`config.mk`:
```
export PLATFORM = sky130hd
export DESIGN_NAME = viterbi_decoder
export DESIGN_NICKNAME = d
export VERILOG_FILES = /design/src/rtl/code_pkg.sv /design/src/rtl/stream_pkg.sv /design/src/rtl/acs_array.sv /design/src/rtl/survivor_memory.sv /design/src/rtl/traceback_unit.sv /design/src/rtl/viterbi_decoder.sv
export SDC_FILE = /design/constraint.sdc
export NUM_CORES = 2
export LEC_CHECK = 0
export BUFFER_PORTS_ARGS = -buffer_cell sky130_fd_sc_hd__clkbuf_2
export CAP_MARGIN = 20
export CORE_UTILIZATION = 50
export DETAILED_ROUTE_END_ITERATION = 8
export PLACE_DENSITY = 0.68
export SETUP_SLACK_MARGIN = 0.1
export SYNTH_ARGS = -nofsm -noshare
export SYNTH_HDL_FRONTEND = slang
export SYNTH_SLANG_ARGS = --single-unit
```
`constraint.sdc`:
```
create_clock -name clk -period 3.5 [get_ports clk]
set_clock_uncertainty 0.15 [all_clocks]
set_input_delay 0 -clock clk [delete_from_list [all_inputs] [get_ports clk]]
set_output_delay 0 -clock clk [all_outputs]
set_load 0.01 [all_outputs]
```
`src/rtl/code_pkg.sv`:
```
// trellis constants, state and decision types, decision packet and branch output function
package code_pkg;

    localparam int CONSTRAINT_LEN = 5;
    localparam int STATE_NUM = 1 << (CONSTRAINT_LEN - 1);   // 16 trellis states

    // tap msb is the oldest bit of the shift register
    localparam logic [CONSTRAINT_LEN-1:0] POLY_G0 = 5'o23;
    localparam logic [CONSTRAINT_LEN-1:0] POLY_G1 = 5'o35;

    // newest input bit at the lsb, next state = {state[2:0], new_bit}
    typedef logic [CONSTRAINT_LEN-2:0] state_t;

    // one bit per state, 1 = survivor came from the predecessor with its oldest bit set
    typedef logic [STATE_NUM-1:0] decision_t;

    typedef struct packed {
        logic      valid;
        logic      last;   // decisions of the final symbol of a frame
        decision_t dec;
    } dec_pkt_t;

    // code bits {g0, g1} for a full register {old_state, new_bit}
    function automatic logic [1:0] branch_bits(input logic [CONSTRAINT_LEN-1:0] shreg);
        logic g0;
        logic g1;
        g0 = ^(shreg & POLY_G0);
        g1 = ^(shreg & POLY_G1);
        return {g0, g1};
    endfunction

endpackage

```
`src/rtl/stream_pkg.sv`:
```
// received symbol struct, tail length and frame position type
package stream_pkg;

    // zero bits that flush the encoder back to state 0, constraint length minus one
    localparam int TAIL_LEN = 4;

    localparam int MAX_FRAME_LEN = 256;   // largest supported frame

    // symbol index inside a frame
    typedef logic [$clog2(MAX_FRAME_LEN)-1:0] frame_pos_t;

    // one hard-decision received symbol
    typedef struct packed {
        logic valid;
        logic last;   // final symbol of the frame
        logic g0;
        logic g1;
    } sym_t;

endpackage

```
`src/rtl/acs_array.sv`:
```
// branch metrics, add-compare-select over all states, start metric reload
`timescale 1ns/1ns

module acs_array #(
    parameter int METRIC_W = 8
) (
    input  logic               clk,
    input  logic               rst,
    input  stream_pkg::sym_t   i_sym,
    output code_pkg::dec_pkt_t o_dec_pkt
);

    localparam int SN = code_pkg::STATE_NUM;

    typedef logic [METRIC_W-1:0] metric_t;

    // half of the modulo compare window, keeps unreachable states behind state 0
    localparam metric_t START_BIAS = metric_t'(1) << (METRIC_W - 2);

    metric_t             path_metric [SN];
    metric_t             metric_next [SN];
    code_pkg::decision_t decision_next;
    logic [1:0]          rx_pair;
    logic                pkt_valid;
    logic                pkt_last;
    code_pkg::decision_t pkt_dec;
    logic                after_last;   // previous valid symbol closed a frame

    assign rx_pair = {i_sym.g0, i_sym.g1};

    // hamming distance between received and expected pair
    function automatic logic [1:0] branch_cost(input logic [1:0] rx, input logic [1:0] exp_bits);
        logic [1:0] diff;
        diff = rx ^ exp_bits;
        return {1'b0, diff[1]} + {1'b0, diff[0]};
    endfunction

    for (genvar n = 0; n < SN; n++)
    begin : g_state
        localparam code_pkg::state_t ST = code_pkg::state_t'(n);
        localparam int P0 = n >> 1;              // predecessor, oldest bit 0
        localparam int P1 = (n >> 1) + SN / 2;   // predecessor, oldest bit 1
        localparam logic [1:0] OUT0 = code_pkg::branch_bits({1'b0, ST});
        localparam logic [1:0] OUT1 = code_pkg::branch_bits({1'b1, ST});

        metric_t sum0;
        metric_t sum1;
        metric_t sum_diff;

        assign sum0 = path_metric[P0] + metric_t'(branch_cost(rx_pair, OUT0));
        assign sum1 = path_metric[P1] + metric_t'(branch_cost(rx_pair, OUT1));

        // wraparound compare, sign of the difference tells which is smaller
        assign sum_diff = sum1 - sum0;
        assign decision_next[n] = sum_diff[METRIC_W-1];   // ties keep predecessor 0
        assign metric_next[n] = decision_next[n] ? sum1 : sum0;
    end

    always_ff @(posedge clk)
    begin
        if (!rst || (i_sym.valid && i_sym.last))
        begin
            // encoder starts every frame in state 0
            for (int s = 0; s < SN; s++)
            begin
                path_metric[s] <= (s == 0) ? metric_t'(0) : START_BIAS;
            end
        end
        else if (i_sym.valid)
        begin
            path_metric <= metric_next;
        end
    end

    always_ff @(posedge clk)
    begin
        if (!rst)
        begin
            pkt_valid <= 1'b0;
            pkt_last <= 1'b0;
            after_last <= 1'b0;
        end
        else
        begin
            pkt_valid <= i_sym.valid;
            pkt_last <= i_sym.valid && i_sym.last;
            if (i_sym.valid)
                after_last <= i_sym.last;
        end
    end

    always_ff @(posedge clk)
    begin
        if (i_sym.valid)
            pkt_dec <= decision_next;   // decisions of this trellis step
    end

    assign o_dec_pkt = '{valid: pkt_valid, last: pkt_last, dec: pkt_dec};

    // a frame is never a single symbol long
    a_no_double_last: assert property (@(posedge clk) disable iff (!rst)
        (i_sym.valid && after_last) |-> !i_sym.last)
        else $error("two consecutive frame-end symbols");

endmodule

```
`src/rtl/survivor_memory.sv`:
```
// two-bank survivor store, forward write, reverse read and 2-cycle read pipeline
`timescale 1ns/1ns

module survivor_memory #(
    parameter int FRAME_LEN = 64
) (
    input  logic                clk,
    input  logic                rst,
    input  code_pkg::dec_pkt_t  i_dec_pkt,
    output code_pkg::decision_t o_tb_dec,
    output logic                o_tb_valid,
    output logic                o_tb_last
);

    localparam int ADDR_W = $clog2(FRAME_LEN);
    localparam stream_pkg::frame_pos_t LAST_POS = stream_pkg::frame_pos_t'(FRAME_LEN - 1);

    code_pkg::decision_t    bank_mem [2][FRAME_LEN];
    stream_pkg::frame_pos_t wr_addr;
    logic                   wr_bank;     // bank being filled
    stream_pkg::frame_pos_t rd_addr;
    logic                   rd_bank;     // bank being traced back
    logic                   rd_active;
    logic                   rd_start;
    code_pkg::decision_t    rd_word;     // ram output register
    code_pkg::decision_t    rd_word_q;   // pipeline register
    logic [1:0]             rd_valid_pipe;
    logic [1:0]             rd_last_pipe;

    assign rd_start = i_dec_pkt.valid && i_dec_pkt.last;

    always_ff @(posedge clk)
    begin
        if (i_dec_pkt.valid)
            bank_mem[wr_bank][wr_addr[ADDR_W-1:0]] <= i_dec_pkt.dec;
    end

    always_ff @(posedge clk)
    begin
        if (!rst)
        begin
            wr_addr <= '0;
            wr_bank <= 1'b0;
        end
        else if (i_dec_pkt.valid)
        begin
            if (i_dec_pkt.last)
            begin
                wr_addr <= '0;
                wr_bank <= ~wr_bank;   // next frame goes to the other bank
            end
            else
            begin
                wr_addr <= wr_addr + 1'b1;
            end
        end
    end

    // reverse read of the bank that was just closed
    always_ff @(posedge clk)
    begin
        if (!rst)
        begin
            rd_active <= 1'b0;
            rd_addr <= '0;
            rd_bank <= 1'b0;
        end
        else if (rd_start)
        begin
            rd_active <= 1'b1;
            rd_addr <= LAST_POS;
            rd_bank <= wr_bank;
        end
        else if (rd_active)
        begin
            if (rd_addr == '0)
                rd_active <= 1'b0;
            else
                rd_addr <= rd_addr - 1'b1;
        end
    end

    always_ff @(posedge clk)
    begin
        rd_word <= bank_mem[rd_bank][rd_addr[ADDR_W-1:0]];
        rd_word_q <= rd_word;
    end

    // flags follow the data through both registers
    always_ff @(posedge clk)
    begin
        if (!rst)
        begin
            rd_valid_pipe <= '0;
            rd_last_pipe <= '0;
        end
        else
        begin
            rd_valid_pipe <= {rd_valid_pipe[0], rd_active};
            rd_last_pipe <= {rd_last_pipe[0], rd_active && (rd_addr == '0)};
        end
    end

    assign o_tb_dec = rd_word_q;
    assign o_tb_valid = rd_valid_pipe[1];
    assign o_tb_last = rd_last_pipe[1];

    // the symbol stream and the frame length must agree
    a_last_at_end: assert property (@(posedge clk) disable iff (!rst)
        rd_start |-> (wr_addr == LAST_POS))
        else $error("frame end packet at write address %0d", wr_addr);

    // only the final read step may overlap the next start
    a_no_read_overlap: assert property (@(posedge clk) disable iff (!rst)
        rd_start |-> (!rd_active || rd_addr == '0))
        else $error("traceback read restarted while running");

endmodule

```
`src/rtl/traceback_unit.sv`:
```
// trellis traceback from state 0 and decoded frame assembly
`timescale 1ns/1ns

module traceback_unit #(
    parameter int FRAME_LEN = 64
) (
    input  logic                 clk,
    input  logic                 rst,
    input  code_pkg::decision_t  i_tb_dec,
    input  logic                 i_tb_valid,
    input  logic                 i_tb_last,
    output logic [FRAME_LEN-1:0] o_frame_bits,
    output logic                 o_frame_valid
);

    localparam int SW = code_pkg::CONSTRAINT_LEN - 1;
    localparam int STEP_W = $clog2(FRAME_LEN);
    localparam logic [STEP_W-1:0] TOP_STEP = STEP_W'(FRAME_LEN - 1);

    // any state is flushed to zero by the tail bits
    localparam code_pkg::state_t ANY_ST = '1;
    localparam code_pkg::state_t START_ST = ANY_ST << stream_pkg::TAIL_LEN;

    code_pkg::state_t     tb_state;     // state after the current step
    code_pkg::state_t     pred_state;
    logic [STEP_W-1:0]    step;         // symbol index of the current word
    logic [FRAME_LEN-1:1] frame_acc;    // bit 0 is taken straight from the last word

    // shift right, oldest bit comes from the stored decision
    assign pred_state = {i_tb_dec[tb_state], tb_state[SW-1:1]};

    always_ff @(posedge clk)
    begin
        if (!rst)
        begin
            tb_state <= START_ST;
            step <= TOP_STEP;
        end
        else if (i_tb_valid)
        begin
            if (i_tb_last)
            begin
                tb_state <= START_ST;   // ready for the next frame
                step <= TOP_STEP;
            end
            else
            begin
                tb_state <= pred_state;
                step <= step - 1'b1;
            end
        end
    end

    always_ff @(posedge clk)
    begin
        if (i_tb_valid && !i_tb_last)
            frame_acc[step] <= tb_state[0];   // newest bit of the state is the data bit
    end

    always_ff @(posedge clk)
    begin
        if (!rst)
            o_frame_valid <= 1'b0;
        else
            o_frame_valid <= i_tb_valid && i_tb_last;
    end

    always_ff @(posedge clk)
    begin
        if (i_tb_valid && i_tb_last)
            o_frame_bits <= {frame_acc, tb_state[0]};
    end

endmodule

```
`src/rtl/viterbi_decoder.sv`:
```
// viterbi decoder top level, ACS array, survivor memory and traceback
`timescale 1ns/1ns

module viterbi_decoder #(
    parameter int FRAME_LEN = 64,
    parameter int METRIC_W = 8
) (
    input  logic                 clk,
    input  logic                 rst,
    input  stream_pkg::sym_t     i_sym,
    output logic [FRAME_LEN-1:0] o_frame_bits,
    output logic                 o_frame_valid
);

    code_pkg::dec_pkt_t  dec_pkt;
    code_pkg::decision_t tb_dec;
    logic                tb_valid;
    logic                tb_last;

    acs_array #(
        .METRIC_W (METRIC_W)
    ) u_acs (
        .clk       (clk),
        .rst       (rst),
        .i_sym     (i_sym),
        .o_dec_pkt (dec_pkt)
    );

    survivor_memory #(
        .FRAME_LEN (FRAME_LEN)
    ) u_surv (
        .clk        (clk),
        .rst        (rst),
        .i_dec_pkt  (dec_pkt),
        .o_tb_dec   (tb_dec),
        .o_tb_valid (tb_valid),
        .o_tb_last  (tb_last)
    );

    traceback_unit #(
        .FRAME_LEN (FRAME_LEN)
    ) u_tb (
        .clk           (clk),
        .rst           (rst),
        .i_tb_dec      (tb_dec),
        .i_tb_valid    (tb_valid),
        .i_tb_last     (tb_last),
        .o_frame_bits  (o_frame_bits),
        .o_frame_valid (o_frame_valid)
    );

endmodule

```
==> reports/qor.txt <==
HP Class - input pin to register
die footprint - 199000 µm²
Nets - 6043
Metal-1 WL - 101000 µm
critical path fanouts, max - 23
Post-Syn Area - 98400 µm²
reg2reg path depth - 8
Synthesis Warnings - 0
Slew Viols, Final - 0
Placed Area - 106000 µm²
Cells on Worst Hold Path - 7
Worst Hold Path EP - u_acs.path_metric[24]
post-synthesis area per instance - 18.7 µm²
Tcrit/Tclk final - 94.1%
die height - 446 µm
Pwr per Cell Area - 569 nW/µm²
routed wl met2 - 115000 µm
Overflow after GRT - 0
Primary FF master, synth - edfxtp_1
fraction of registers with async set or reset after synthesis - 0%
final wirelength - 241000 µm
DP HPWL - 146000 µm
vias per cell - 5.99
area of the multi-input gates - 27500 µm²
Leak - 37.5 nW
top-level I/O count - 71
worst path required time - 4100 ps
overall power - 65.0 mW
Post-Syn Nets - 5430
CP Class - register to register
vias in the first global route - 51937
CP endpoint kind - register
Worst Tran Pin Value - 1070 ps
cell count after synthesis - 5269
routed via count - 52215
#FFs+latches synth - 2386
Routed Antenna Nets - 0
# port buffers - 70
Yosys cell types - 71
wire length on met3 - 20900 µm
CTS tree - yes
FMAX - 0.304 GHz
WL/cell - 27.7 µm
CTS root buf - clkbuf_16
largest cells by area after synthesis - edfxtp_1 67%, mux4_2 14%, dfxtp_1 4.0%
Layout area overhead - 16.0%
register area - 69700 µm²
Worst path max stage delay - 580 ps
MaxCap Viol Count - 0
Initial Util - 50.4%
Buf/Inv on CP - 3
clock sink count - 2386
Largest delay share family, worst path - multiplexers
Design Area, Final - 114000 µm²
core box area - 195000 µm²
Setup Slack @ Placement - -310 ps
RSZ-0062 raised after global routing - no
sequential element share of the synthesized area - 70.8%
top-area cell type share of the netlist area - 66.8%
Die X - 446 µm
CTS buffer count - 233
maximum VDD drop - 0.588 mV
status - finished clean
max_slew headroom - 28.4%
Reg clk slew, reported paths - 60 ps
endpoints failing setup - 0
Critical-path top delay cell - mux4_2
critical path arrival - 3890 ps
residual DRC count - 0
layout cells sized above 1 - 29.5%
most frequent cells in the layout - 2191 x edfxtp_1, 630 x mux4_2, 516 x buf_4
FILL cells - 14153
CP Launch Type - register
final setup margin - 207 ps
Tmin final - 3290 ps
initial antenna violation count - 12
routability cong. - 0.856
Cell Chain, Critical Path - buf_12 -> buf_12 -> mux4_2 -> mux4_2 -> mux2_2 -> a221oi_1 -> buf_4 -> a221oi_1
Clock Tree Buf Depth - 3
FF-to-FF setup slack - 210 ps
Top Layer Used - met5
Synth area leader - edfxtp_1
Rows - 162
1st-iter DRT viols - 5959
largest net degree at the start of global routing - 129
GRT Resource Usage Total - 24.3%
most common cell after layout, fill and taps aside - edfxtp_1
H-tree Lvls - 4
clock latency on the worst-skew pair - 870 ps
Post-synth EDFFs - 2191
Hold Violations, Final - 0
Pre-antenna DRT Iters - 5
first-pass GRT wire length - 352000 µm
hold_sp - i_sym[0]
Worst Hold Slack - 73.0 ps
FF-to-FF End - u_surv.rd_word[9]
[worst register-to-register path, stage by stage, from the launching register on]
cell and delay [ps]:
dfxtp_4 430, buf_12 230, buf_12 260, mux4_2 590, mux4_2 490, mux2_2 350
a221oi_1 430, buf_4 200, a221oi_1 50
[layer usage]
| metal | global-route usage [%] | up-vias |
|---|---|---|
| met5 | 0 | - |
| met4 | 5.95 | 6 |
| met1 | 35.5 | 27270 |
| met2 | 38.4 | 2348 |
| li1 | - | 22263 |
| met3 | 4.23 | 328 |
[per-stage QoR]
stage	utilization [%]	cells	setup TNS [ps]
floorplan	-	5269	0
global placement	54.3	8232	-9230
detailed placement	54.3	8233	-15360
CTS	58.3	8694	0
global route	58.5	8707	0
finish	58.5	8710	0
[power breakdown]
part	internal (mW)	switching [mW]
clock network	14.3	10.7
logic	2.41	4.09
registers	33.1	0.347
[cells by family (layout without fill, tap and decap cells)]
group           after synthesis  count (layout)  synth area share, %
flops                      2386            2386                 70.8
mux                         796             796                 16.1
simple gates                779             779                 3.63
compound gates              492             492                 3.07
buf+inv                     381            1193                 1.79
xor+xnor                    280             281                 2.62
fa+ha+maj                   155             155                 1.97
other cells                   0               4                    0
[layout make-up]
| type | count | share of cell area (%) |
|---|---|---|
| Tap cell | 2624 | 2.88 |
| Timing Repair Buffer | 674 | 4.98 |
| Sequential cell | 2386 | 61.1 |
| Clock buffer | 294 | 5.44 |
| Multi-Input combinational cell | 2503 | 24.1 |
| Inverter | 84 | 0.287 |
| Antenna cell | 4 | 0.00877 |
| Clock inverter | 141 | 1.25 |
[state kept, by name, summed over array words and instances, names as in the netlist, 4 cells and up, named ones only]
register	cells
u_acs.pkt_dec	16
u_surv.bank_mem	2048
u_acs.path_metric	128
u_tb.tb_state	4
u_tb.o_frame_bits	64
u_surv.rd_addr	8
u_surv.wr_addr	6
u_surv.o_tb_dec	16
u_tb.step	6
u_tb.frame_acc	63
u_surv.rd_word	16
[cell usage after synthesis (11+ instances only)]
library cell and instances:
a31oi_1 18, a21boi_0 19, edfxtp_1 2191, xnor2_1 152
a221oi_1 12, dfxtp_1 195, buf_2 111, ha_1 155
buf_4 24, nand2_1 206, nor2_1 312, nand4_1 26
a21o_1 18, a22o_1 44, a21oi_1 165, nand3b_1 25
o21ai_0 145, mux4_2 630, xor2_1 114, nand2b_1 27
clkbuf_1 130, nand3_1 48, buf_6 13, or2_2 15
o22ai_1 11, mux2_2 21, and2_1 20, mux2i_1 145
inv_1 82, buf_1 17, nor2b_1 56
[timing repair]
| action | 4_1_cts | 5_1_grt |
|---|---|---|
| pin swaps | 0 | 20 |
| gates cloned | 0 | 2 |
| resized for setup | 2 | 77 |
| hold buffers | 26 | 0 |
| endpoints found under the hold margin | 134 | 0 |
| endpoints found under the setup margin | 8 | 97 |
| setup buffers | 0 | 10 |
[worst max path at each step]
stage	end	slack (ps)	cells after the start
final	u_surv.rd_word[9]	210	8
after global routing	u_acs.path_metric[122]	60	15
after CTS	u_surv.rd_word[9]	120	8
after detailed placement	u_acs.path_metric[62]	-310	20
after global placement	u_acs.path_metric[92]	-280	20
after floorplan	u_acs.path_metric[62]	20	18
No activity file was read; power rests on OpenSTA's default activity.
